<file path="src/rtl/alu_pkg.sv">
package alu_pkg;

   // ==================================================================
   // Datapath sizing.
   // ==================================================================
   localparam int XLEN       = 32;
   localparam int CNT_W      = 5;
   // Start edge to done edge: two passes plus one edge for the output latch.
   localparam int OP_LATENCY = 65;

   // ==================================================================
   // Request encodings.
   // ==================================================================
   localparam logic [3:0] OP_ADD  = 4'd0;
   localparam logic [3:0] OP_SUB  = 4'd1;
   localparam logic [3:0] OP_SLT  = 4'd2;
   localparam logic [3:0] OP_SLTU = 4'd3;
   localparam logic [3:0] OP_XOR  = 4'd4;
   localparam logic [3:0] OP_OR   = 4'd5;
   localparam logic [3:0] OP_AND  = 4'd6;
   localparam logic [3:0] OP_SLL  = 4'd7;
   localparam logic [3:0] OP_SRL  = 4'd8;
   localparam logic [3:0] OP_SRA  = 4'd9;

   // Branch conditions, funct3 style.
   localparam logic [2:0] CND_EQ  = 3'd0;
   localparam logic [2:0] CND_NE  = 3'd1;
   localparam logic [2:0] CND_LT  = 3'd4;
   localparam logic [2:0] CND_GE  = 3'd5;
   localparam logic [2:0] CND_LTU = 3'd6;
   localparam logic [2:0] CND_GEU = 3'd7;

   // ==================================================================
   // Internal ALU controls.
   // ==================================================================
   localparam logic [1:0] RES_ADD   = 2'd0;
   localparam logic [1:0] RES_SHIFT = 2'd1;
   localparam logic [1:0] RES_LT    = 2'd2;
   localparam logic [1:0] RES_BOOL  = 2'd3;

   localparam logic [1:0] BOOL_AND = 2'd0;
   localparam logic [1:0] BOOL_OR  = 2'd1;
   localparam logic [1:0] BOOL_EQ  = 2'd2;
   localparam logic [1:0] BOOL_XOR = 2'd3;
   // One nibble per boolean code, indexed by {a, b}.
   localparam logic [15:0] BOOL_LUT = 16'h69E8;

   localparam logic CMP_EQ = 1'b0;
   localparam logic CMP_LT = 1'b1;

endpackage

</file>
<file path="src/rtl/operand_serializer.sv">
module operand_serializer (
   input  logic                     clk,
   input  logic                     i_reset,
   input  logic                     i_start,
   input  logic                     i_shift,
   input  logic [alu_pkg::XLEN-1:0] i_rs1,
   input  logic [alu_pkg::XLEN-1:0] i_op_b,
   output logic                     o_rs1_bit,
   output logic                     o_op_b_bit
);

   logic [alu_pkg::XLEN-1:0] rs1_r;
   logic [alu_pkg::XLEN-1:0] op_b_r;

   // Rotate right so a full pass restores the word for the next pass.
   always_ff @(posedge clk) begin
      if (i_reset) begin
         rs1_r  <= '0;
         op_b_r <= '0;
      end else if (i_shift) begin
         rs1_r  <= {rs1_r[0], rs1_r[alu_pkg::XLEN-1:1]};
         op_b_r <= {op_b_r[0], op_b_r[alu_pkg::XLEN-1:1]};
      end else if (i_start) begin
         // A start during a pass is dropped.
         rs1_r  <= i_rs1;
         op_b_r <= i_op_b;
      end
   end

   // LSB first.
   assign o_rs1_bit  = rs1_r[0];
   assign o_op_b_bit = op_b_r[0];

endmodule

</file>
<file path="src/rtl/alu_sequencer.sv">
module alu_sequencer (
   input  logic                      clk,
   input  logic                      i_reset,
   input  logic                      i_start,
   input  logic [3:0]                i_op,
   input  logic [2:0]                i_cond,
   output logic                      o_busy,
   output logic                      o_init,
   output logic                      o_en,
   output logic                      o_cnt_done,
   output logic                      o_last_bit,
   output logic [alu_pkg::CNT_W-1:0] o_cnt,
   output logic                      o_sub,
   output logic [1:0]                o_bool_op,
   output logic [1:0]                o_rd_sel,
   output logic                      o_cmp_sel,
   output logic                      o_cmp_neg,
   output logic                      o_cmp_uns,
   output logic                      o_sh_right,
   output logic                      o_sh_signed
);

   logic                      init_r;
   logic                      en_r;
   logic                      fin_r;
   logic [alu_pkg::CNT_W-1:0] cnt_r;
   logic                      start_ok;
   logic                      fin_done;

   logic       sub_d;
   logic [1:0] bool_d;
   logic [1:0] rd_sel_d;
   logic       cmp_sel_d;
   logic       cmp_neg_d;
   logic       cmp_uns_d;
   logic       sh_right_d;
   logic       sh_signed_d;

   assign o_busy     = init_r | en_r | fin_r;
   assign o_init     = init_r;
   assign o_en       = en_r;
   assign o_cnt      = cnt_r;
   assign o_cnt_done = (init_r | en_r) && (cnt_r == alu_pkg::CNT_W'(alu_pkg::XLEN - 1));
   assign o_last_bit = o_cnt_done & en_r;

   assign start_ok = i_start & ~o_busy;
   // Tail after the run pass covers the output latch edge.
   assign fin_done = fin_r &&
      (cnt_r == alu_pkg::CNT_W'(alu_pkg::OP_LATENCY - 2 * alu_pkg::XLEN - 1));

   // ==================================================================
   // Pass sequencing.
   // ==================================================================
   always_ff @(posedge clk) begin
      if (i_reset) begin
         init_r <= 1'b0;
         en_r   <= 1'b0;
         fin_r  <= 1'b0;
         cnt_r  <= '0;
      end else begin
         init_r <= start_ok | (init_r & ~o_cnt_done);
         en_r   <= (init_r & o_cnt_done) | (en_r & ~o_cnt_done);
         fin_r  <= (en_r & o_cnt_done) | (fin_r & ~fin_done);
         if (~o_busy | fin_done)
            cnt_r <= '0;
         else
            cnt_r <= cnt_r + 1'b1;
      end
   end

   // ==================================================================
   // Operation and condition decode.
   // ==================================================================
   always_comb begin
      sub_d       = 1'b0;
      bool_d      = alu_pkg::BOOL_AND;
      rd_sel_d    = alu_pkg::RES_ADD;
      sh_right_d  = 1'b0;
      sh_signed_d = 1'b0;
      cmp_sel_d   = alu_pkg::CMP_EQ;
      cmp_neg_d   = 1'b0;
      cmp_uns_d   = 1'b0;
      case (i_cond)
         alu_pkg::CND_NE:  cmp_neg_d = 1'b1;
         alu_pkg::CND_LT:  cmp_sel_d = alu_pkg::CMP_LT;
         alu_pkg::CND_GE: begin
            cmp_sel_d = alu_pkg::CMP_LT;
            cmp_neg_d = 1'b1;
         end
         alu_pkg::CND_LTU: begin
            cmp_sel_d = alu_pkg::CMP_LT;
            cmp_uns_d = 1'b1;
         end
         alu_pkg::CND_GEU: begin
            cmp_sel_d = alu_pkg::CMP_LT;
            cmp_neg_d = 1'b1;
            cmp_uns_d = 1'b1;
         end
         default: ;
      endcase
      case (i_op)
         alu_pkg::OP_SUB:  sub_d = 1'b1;
         alu_pkg::OP_SLT: begin
            rd_sel_d  = alu_pkg::RES_LT;
            cmp_uns_d = 1'b0;
         end
         alu_pkg::OP_SLTU: begin
            rd_sel_d  = alu_pkg::RES_LT;
            cmp_uns_d = 1'b1;
         end
         alu_pkg::OP_XOR: begin
            rd_sel_d = alu_pkg::RES_BOOL;
            bool_d   = alu_pkg::BOOL_XOR;
         end
         alu_pkg::OP_OR: begin
            rd_sel_d = alu_pkg::RES_BOOL;
            bool_d   = alu_pkg::BOOL_OR;
         end
         alu_pkg::OP_AND:  rd_sel_d = alu_pkg::RES_BOOL;
         alu_pkg::OP_SLL:  rd_sel_d = alu_pkg::RES_SHIFT;
         alu_pkg::OP_SRL: begin
            rd_sel_d   = alu_pkg::RES_SHIFT;
            sh_right_d = 1'b1;
         end
         alu_pkg::OP_SRA: begin
            rd_sel_d    = alu_pkg::RES_SHIFT;
            sh_right_d  = 1'b1;
            sh_signed_d = 1'b1;
         end
         default: ;
      endcase
   end

   // Held until the next accepted start.
   always_ff @(posedge clk) begin
      if (i_reset) begin
         o_sub       <= 1'b0;
         o_bool_op   <= alu_pkg::BOOL_AND;
         o_rd_sel    <= alu_pkg::RES_ADD;
         o_cmp_sel   <= alu_pkg::CMP_EQ;
         o_cmp_neg   <= 1'b0;
         o_cmp_uns   <= 1'b0;
         o_sh_right  <= 1'b0;
         o_sh_signed <= 1'b0;
      end else if (start_ok) begin
         o_sub       <= sub_d;
         o_bool_op   <= bool_d;
         o_rd_sel    <= rd_sel_d;
         o_cmp_sel   <= cmp_sel_d;
         o_cmp_neg   <= cmp_neg_d;
         o_cmp_uns   <= cmp_uns_d;
         o_sh_right  <= sh_right_d;
         o_sh_signed <= sh_signed_d;
      end
   end

endmodule

</file>
<file path="src/rtl/ser_add.sv">
module ser_add (
   input  logic clk,
   input  logic i_reset,
   input  logic i_a,
   input  logic i_b,
   input  logic i_clr,
   output logic o_q,
   output logic o_v
);

   logic carry_r;

   assign o_q = i_a ^ i_b ^ carry_r;
   assign o_v = (i_a & i_b) | (carry_r & (i_a ^ i_b));

   // Carry chains across cycles.
   always_ff @(posedge clk) begin
      if (i_reset | i_clr)
         carry_r <= 1'b0;
      else
         carry_r <= o_v;
   end

endmodule

</file>
<file path="src/rtl/ser_shift.sv">
module ser_shift (
   input  logic                      clk,
   input  logic                      i_reset,
   input  logic                      i_init,
   input  logic                      i_en,
   input  logic                      i_d,
   input  logic                      i_shamt_bit,
   input  logic [alu_pkg::CNT_W-1:0] i_cnt,
   input  logic                      i_right,
   input  logic                      i_signed,
   output logic                      o_q
);

   logic [alu_pkg::XLEN-1:0]  buf_r;
   logic [alu_pkg::CNT_W-1:0] shamt_r;
   logic [alu_pkg::CNT_W:0]   r_idx;
   logic [alu_pkg::CNT_W-1:0] l_idx;
   logic                      fill;
   logic                      r_bit;
   logic                      l_bit;

   // Source word fills LSB first over the init pass.
   always_ff @(posedge clk) begin
      if (i_init)
         buf_r <= {i_d, buf_r[alu_pkg::XLEN-1:1]};
   end

   // Amount is op_b bits 0 to 4.
   always_ff @(posedge clk) begin
      if (i_reset)
         shamt_r <= '0;
      else if (i_init && (i_cnt < alu_pkg::CNT_W'(alu_pkg::CNT_W)))
         shamt_r <= {i_shamt_bit, shamt_r[alu_pkg::CNT_W-1:1]};
   end

   // Top bit of the buffer is the source sign after init.
   assign fill = i_signed & buf_r[alu_pkg::XLEN-1];

   assign r_idx = {1'b0, i_cnt} + {1'b0, shamt_r};
   assign r_bit = r_idx[alu_pkg::CNT_W] ? fill : buf_r[r_idx[alu_pkg::CNT_W-1:0]];

   assign l_idx = i_cnt - shamt_r;
   assign l_bit = (i_cnt < shamt_r) ? 1'b0 : buf_r[l_idx];

   assign o_q = i_en & (i_right ? r_bit : l_bit);

endmodule

</file>
<file path="src/rtl/serial_alu.sv">
module serial_alu (
   input  logic                      clk,
   input  logic                      i_reset,
   input  logic                      i_init,
   input  logic                      i_en,
   input  logic                      i_cnt_done,
   input  logic                      i_rs1,
   input  logic                      i_op_b,
   input  logic                      i_sub,
   input  logic [1:0]                i_bool_op,
   input  logic [1:0]                i_rd_sel,
   input  logic                      i_cmp_sel,
   input  logic                      i_cmp_neg,
   input  logic                      i_cmp_uns,
   input  logic                      i_sh_right,
   input  logic                      i_sh_signed,
   input  logic [alu_pkg::CNT_W-1:0] i_cnt,
   output logic                      o_rd,
   output logic                      o_cmp
);

   logic first_bit;
   logic plus_1;
   logic b_neg;
   logic add_b;
   logic result_add;
   logic result_sh;
   logic result_bool;
   logic result_lt;
   logic lt_in;
   logic lt_bit;
   logic eq_bit;
   logic sign_bit;
   logic lt_r;
   logic eq_r;

   assign first_bit = (i_cnt == '0);

   // ==================================================================
   // Adder path; -b is ~b plus one injected on the first run bit.
   // ==================================================================
   assign plus_1 = i_en & first_bit;

   ser_add u_neg (
      .clk     (clk),
      .i_reset (i_reset),
      .i_a     (~i_op_b),
      .i_b     (plus_1),
      .i_clr   (~i_en),
      .o_q     (b_neg),
      .o_v     ()
   );

   assign add_b = i_sub ? b_neg : i_op_b;

   ser_add u_add (
      .clk     (clk),
      .i_reset (i_reset),
      .i_a     (i_rs1),
      .i_b     (add_b),
      .i_clr   (~i_en),
      .o_q     (result_add),
      .o_v     ()
   );

   ser_shift u_shift (
      .clk         (clk),
      .i_reset     (i_reset),
      .i_init      (i_init),
      .i_en        (i_en),
      .i_d         (i_rs1),
      .i_shamt_bit (i_op_b),
      .i_cnt       (i_cnt),
      .i_right     (i_sh_right),
      .i_signed    (i_sh_signed),
      .o_q         (result_sh)
   );

   // ==================================================================
   // Compare over the init pass; higher bits override lower ones.
   // ==================================================================
   assign sign_bit = i_cnt_done & ~i_cmp_uns;
   assign lt_in    = ~first_bit & lt_r;
   assign lt_bit   = sign_bit ? ((i_rs1 & ~i_op_b) | (~(i_rs1 ^ i_op_b) & lt_in))
                              : ((~i_rs1 & i_op_b) | (~(i_rs1 ^ i_op_b) & lt_in));
   assign eq_bit   = (i_rs1 == i_op_b) & (first_bit | eq_r);

   // Final values settle at cnt_done and hold through run.
   always_ff @(posedge clk) begin
      if (i_reset) begin
         lt_r <= 1'b0;
         eq_r <= 1'b0;
      end else if (i_init) begin
         lt_r <= lt_bit;
         eq_r <= eq_bit;
      end
   end

   assign o_cmp = i_cmp_neg ^ ((i_cmp_sel == alu_pkg::CMP_EQ) ? eq_r : lt_r);

   assign result_lt   = lt_r & first_bit;
   assign result_bool = alu_pkg::BOOL_LUT[{i_bool_op, i_rs1, i_op_b}];

   always_comb begin
      case (i_rd_sel)
         alu_pkg::RES_ADD:   o_rd = result_add;
         alu_pkg::RES_SHIFT: o_rd = result_sh;
         alu_pkg::RES_LT:    o_rd = result_lt;
         default:            o_rd = result_bool;
      endcase
   end

endmodule

</file>
<file path="src/rtl/result_collector.sv">
module result_collector (
   input  logic                     clk,
   input  logic                     i_reset,
   input  logic                     i_en,
   input  logic                     i_last_bit,
   input  logic                     i_rd,
   input  logic                     i_cmp,
   output logic                     o_done,
   output logic [alu_pkg::XLEN-1:0] o_result,
   output logic                     o_cmp
);

   logic [alu_pkg::XLEN-1:0] sh_r;
   logic                     pend_r;

   // LSB arrives first, so bits move down from the top.
   always_ff @(posedge clk) begin
      if (i_en)
         sh_r <= {i_rd, sh_r[alu_pkg::XLEN-1:1]};
   end

   // Word is complete one edge after the last bit.
   always_ff @(posedge clk) begin
      if (i_reset) begin
         pend_r   <= 1'b0;
         o_done   <= 1'b0;
         o_result <= '0;
         o_cmp    <= 1'b0;
      end else begin
         pend_r <= i_last_bit;
         o_done <= pend_r;
         if (pend_r) begin
            o_result <= sh_r;
            o_cmp    <= i_cmp;
         end
      end
   end

endmodule

</file>
<file path="src/rtl/serial_alu_top.sv">
module serial_alu_top (
   input  logic                     clk,
   input  logic                     i_reset,
   input  logic                     i_start,
   input  logic [alu_pkg::XLEN-1:0] i_rs1,
   input  logic [alu_pkg::XLEN-1:0] i_op_b,
   input  logic [3:0]               i_op,
   input  logic [2:0]               i_cond,
   output logic                     o_busy,
   output logic                     o_done,
   output logic [alu_pkg::XLEN-1:0] o_result,
   output logic                     o_cmp
);

   logic                      init;
   logic                      en;
   logic                      cnt_done;
   logic                      last_bit;
   logic [alu_pkg::CNT_W-1:0] cnt;
   logic                      sub;
   logic [1:0]                bool_op;
   logic [1:0]                rd_sel;
   logic                      cmp_sel;
   logic                      cmp_neg;
   logic                      cmp_uns;
   logic                      sh_right;
   logic                      sh_signed;
   logic                      rs1_bit;
   logic                      op_b_bit;
   logic                      rd;
   logic                      cmp;

   operand_serializer u_ser (
      .clk        (clk),
      .i_reset    (i_reset),
      .i_start    (i_start),
      .i_shift    (init | en),
      .i_rs1      (i_rs1),
      .i_op_b     (i_op_b),
      .o_rs1_bit  (rs1_bit),
      .o_op_b_bit (op_b_bit)
   );

   alu_sequencer u_seq (
      .clk         (clk),
      .i_reset     (i_reset),
      .i_start     (i_start),
      .i_op        (i_op),
      .i_cond      (i_cond),
      .o_busy      (o_busy),
      .o_init      (init),
      .o_en        (en),
      .o_cnt_done  (cnt_done),
      .o_last_bit  (last_bit),
      .o_cnt       (cnt),
      .o_sub       (sub),
      .o_bool_op   (bool_op),
      .o_rd_sel    (rd_sel),
      .o_cmp_sel   (cmp_sel),
      .o_cmp_neg   (cmp_neg),
      .o_cmp_uns   (cmp_uns),
      .o_sh_right  (sh_right),
      .o_sh_signed (sh_signed)
   );

   serial_alu u_alu (
      .clk         (clk),
      .i_reset     (i_reset),
      .i_init      (init),
      .i_en        (en),
      .i_cnt_done  (cnt_done),
      .i_rs1       (rs1_bit),
      .i_op_b      (op_b_bit),
      .i_sub       (sub),
      .i_bool_op   (bool_op),
      .i_rd_sel    (rd_sel),
      .i_cmp_sel   (cmp_sel),
      .i_cmp_neg   (cmp_neg),
      .i_cmp_uns   (cmp_uns),
      .i_sh_right  (sh_right),
      .i_sh_signed (sh_signed),
      .i_cnt       (cnt),
      .o_rd        (rd),
      .o_cmp       (cmp)
   );

   result_collector u_col (
      .clk        (clk),
      .i_reset    (i_reset),
      .i_en       (en),
      .i_last_bit (last_bit),
      .i_rd       (rd),
      .i_cmp      (cmp),
      .o_done     (o_done),
      .o_result   (o_result),
      .o_cmp      (o_cmp)
   );

endmodule

</file>
<file path="config.mk">
export PLATFORM = sky130hd
export DESIGN_NAME = serial_alu_top
export DESIGN_NICKNAME = d
export VERILOG_FILES = /design/src/rtl/alu_pkg.sv /design/src/rtl/operand_serializer.sv /design/src/rtl/alu_sequencer.sv /design/src/rtl/ser_add.sv /design/src/rtl/ser_shift.sv /design/src/rtl/serial_alu.sv /design/src/rtl/result_collector.sv /design/src/rtl/serial_alu_top.sv
export SDC_FILE = /design/constraint.sdc
export NUM_CORES = 1
export LEC_CHECK = 0
export BUFFER_PORTS_ARGS = -buffer_cell sky130_fd_sc_hd__buf_2
export CORE_UTILIZATION = 45
export DETAILED_ROUTE_END_ITERATION = 8
export PLACE_DENSITY = 0.67
export SLEW_MARGIN = 0
export SYNTH_ARGS = -nofsm -noshare
export SYNTH_HDL_FRONTEND = slang
export SYNTH_SLANG_ARGS = --single-unit
</file>
<file path="constraint.sdc">
create_clock -name clk -period 3.5 [get_ports clk]
set_input_delay 0.525 -clock clk [delete_from_list [all_inputs] [get_ports clk]]
set_output_delay 0.525 -clock clk [all_outputs]
set_load 0.05 [all_outputs]
</file>
==> parameters.txt <==
Parameter                              Value

CTS
  Clock Pin Slew Worst Setup and Hold Paths    0.07 ns
  Clock Root Buffer    clkbuf_16
  Hold bufs inserted after CTS    0
  Clock tree from TritonCTS    done
  TritonCTS sink count    190
  Insertion delay to the later sink of the worst-skew pair    0.43 ns
  Largest buffer count on any clock path    2
  Number of cells upsized or downsized after cts    0
  Post-CTS setup buffer count    0
  TritonCTS Buffers    17
  H-Tree Depth    4

STA
  Setup tns final    0 ns
  Relative max-transition margin    30.29%
  Number of max-slew violations in the final report    0
  # setup viols final    0
  Worst clock skew    0.01118 ns
  Measured slew at the worst slew-check pin    1.046 ns
  Setup ws final    0.2464 ns
  Total count of hold-check failures in the final report    0
  Maximum frequency from static timing analysis    307.4 MHz
  Crit path time final    3.254 ns
  Post-route fraction of the period consumed by the critical path    92.96%
  RSZ-0062 raised after global routing    false

Critical path
  Required time at the endpoint of the critical path    3.80 ns
  R2R Path End    u_col.sh_r[31]$_DFFE_PP_
  Arrival time worst endpoint    3.55 ns
  Length in cells of the worst reg-to-reg path    8
  Maximum fanout along the worst path    6
  Critical Path End    u_col.sh_r[31]$_DFFE_PP_
  Critical path launch point    u_seq.o_cnt[0]$_SDFF_PP0_
  Critical setup path kind    reg -> reg
  Critical path startpoint category    flop
  Endpoint class of the critical path    flop
  Reg-to-reg slack, setup    0.25 ns
  Startpoint of the most critical register-to-register path    u_seq.o_cnt[0]$_SDFF_PP0_

Pwr
  Net switching component of the power    0.001179 W
  VDD IR max    0.0004379 V
  Internal portion of total power    0.003649 W
  Sw frac    24.43%
  Power density of the placed cells    510.3 nW/µm²
  Clock share of power    40.5%
  Static power due to leakage    3.862 nW
  Gate power share    8.6%
  Relative contribution of sequential cells to total power    50.9%

Place
  Dpl ws    0.2700 ns
  Final weighted congestion in routability-driven placement    0.8378
  IO Port Bufs    108
  Instance area after placement    8862 µm²
  Post-detailed-placement half-perimeter wirelength    10.75 mm

Layout
  Fraction of layout instances using a drive strength above 1    20.52%
  Filler cell count in the final layout    1519
  P&R area growth vs syn    16.59%
  Final Cell Area    9462 µm²
  Number of antenna diodes    0
  Final net count    896

Drt
  DRC violations left    0
  Avg Vias per Cell    5.368
  Total wirelength of the detailed-routed design    16.05 mm
  DRC marker count from the first detailed-route iteration    258
  Via total after detailed routing    5577
  Average detailed-routed wire length per instance    15.45 µm
  First-pass detailed-route iteration total    6
  Number of antenna-violating nets in the routed design    0

Yosys
  Share of the synthesized area in the top cell type    31.08%
  Netlist cell types    54
  Commonest register cell after synthesis    dfxtp_1
  Register area share after synthesis    54.76%
  Post-synthesis async set-or-reset flop share    0%
  Most common library cells after synthesis    dfxtp_1 (126), nor2_1 (125), mux2i_1 (115)
  Mapped Area    8115 µm²
  Number of flip-flops and latches in the synthesized netlist    190
  Post-Syn Area per Cell    11.45 µm²
  Dominant cells by area after synthesis    dfxtp_1 (31%), edfxtp_1 (24%), mux2i_1 (14%)
  YS warnings    0
  Count of flip-flops with a built-in enable after synthesis    64
  Number of nets in the synthesized netlist    804
  Cell type contributing the most total cell area after synthesis    dfxtp_1
  Gate Count Post-Synth    709
  Most common cell in the synthesized netlist    dfxtp_1

GRT
  First-pass GRT wire length    27.01 mm
  Maximum number of pins on one net before global-route repair    129
  Via count of the first global-routing pass    5587
  GR Util All Layers    18.47%
  Remaining Overflow, GRT    0
  Number of antenna violations at the first check in global routing    0

Floorplanning
  Die width    136.3 µm
  Area of the core    17480 µm²
  Die boundary height    136.3 µm
  Starting density of the core    46.43%
  Floorplan die area    18580 µm²
  Ports placed on the boundary    109
  Placement row count    48

Flow run
  Max-cap violation count    0

Worst hold path
  Worst min path class    in -> reg

Run status
  Outcome    completed
## worst max-delay path, stage by stage, from the launching register on
cell     delay [ns]
dfxtp_1        0.42
inv_1          0.09
ha_1           0.24
fa_1           0.47
xnor2_2        0.39
mux4_1         0.63
mux4_2         0.49
nor4_2         0.23
o22a_1         0.17
## layout make-up
class | count | area (µm²) | share of cell area [%]
tap | 225 | 281.5 | 2.975
clock inverter | 15 | 173.9 | 1.838
sequential | 190 | 4447 | 47.00
multi-input combinational | 459 | 3445 | 36.41
clock buffer | 17 | 425.4 | 4.496
inverter | 15 | 56.30 | 0.5951
timing repair buffer | 118 | 633.1 | 6.691
## power by group through the flow
stage               clock, W  combinational, W  sequential (W)
finish               0.00196          0.000413         0.00246
floorplan                  0          0.000299         0.00249
global placement           0          0.000399         0.00250
detailed placement         0          0.000416         0.00251
CTS                  0.00201          0.000418         0.00246
global route         0.00211          0.000464         0.00247
## routing by layer
metal  wire [µm]  track usage, %  vias to the layer above
met5           0               0                        -
met4         190           6.358                        0
met3         937           6.152                       21
met2        7364           29.41                      140
met1        7556           23.38                     2665
li1            -               -                     2751
## metrics by stage
stage | instances | util (%) | power (W) | hold slack, ns
6_report | 1039 | 54.14 | 0.004828 | 0.3589
4_1_cts | 1039 | 54.14 | 0.004888 | 0.3407
5_1_grt | 1039 | 54.14 | 0.005045 | 0.3558
3_5_place_dp | 1007 | 50.71 | 0.002921 | 0.4373
3_3_place_gp | 1007 | 50.71 | 0.002899 | 0.4305
2_1_floorplan | 709 | - | 0.002789 | 0.4187
## placed cells by master, fill, tap and decap left out, drive strengths merged, types with 3 or more instances in the layout
cell type,instances
dfxtp,126
nor2,125
buf,118
mux2i,115
a211oi,67
edfxtp,64
a21oi,23
inv,21
ha,17
clkbuf,17
nand2,16
and2,9
mux4,9
nand2b,8
xnor2,7
o21ai,5
nor2b,5
nor3,5
nand3,4
fa,4
clkinvlp,4
xor2,3
a311oi,3
clkinv,3
mux2,3
nor4,3
## flip-flops by register name (all words and copies together) (netlist names), 2 cells and up, named ones only
name / count
u_alu.u_shift.buf_r: 32
u_alu.u_shift.shamt_r: 5
u_col.o_result: 32
u_col.sh_r: 32
u_seq.o_bool_op: 2
u_seq.o_cnt: 5
u_seq.o_rd_sel: 2
u_ser.op_b_r: 32
u_ser.rs1_r: 32
## cells by family (layout without fill, tap and decap cells)
family	after synthesis	after routing	share of synthesized area, %
AO/OA/AOI/OAI	115	115	9.991
XOR/XNOR	10	10	1.264
adder cells (fa/ha/maj)	21	21	3.608
buffers and inverters	60	165	2.883
flip-flops	190	190	54.76
multiplexers	127	127	17.24
AND/OR/NAND/NOR	186	186	10.25
## worst min path at each step
| stage | from | end | slack [ns] | cells past startpoint |
|---|---|---|---|---|
| 2_1_floorplan | u_alu.u_shift.buf_r[11]$_DFFE_PP_ | u_alu.u_shift.buf_r[10]$_DFFE_PP_ | 0.42 | 0 |
| 3_3_place_gp | u_alu.u_shift.buf_r[11]$_DFFE_PP_ | u_alu.u_shift.buf_r[10]$_DFFE_PP_ | 0.43 | 0 |
| 3_5_place_dp | u_alu.u_shift.buf_r[6]$_DFFE_PP_ | u_alu.u_shift.buf_r[5]$_DFFE_PP_ | 0.44 | 0 |
| 4_1_cts | i_cond[2] | u_seq.o_cmp_sel$_SDFFE_PP0P_ | 0.34 | 3 |
| 5_1_grt | i_cond[2] | u_seq.o_cmp_sel$_SDFFE_PP0P_ | 0.36 | 3 |
| 6_report | i_cond[2] | u_seq.o_cmp_sel$_SDFFE_PP0P_ | 0.36 | 3 |
Power figures use the tool's default switching activity.
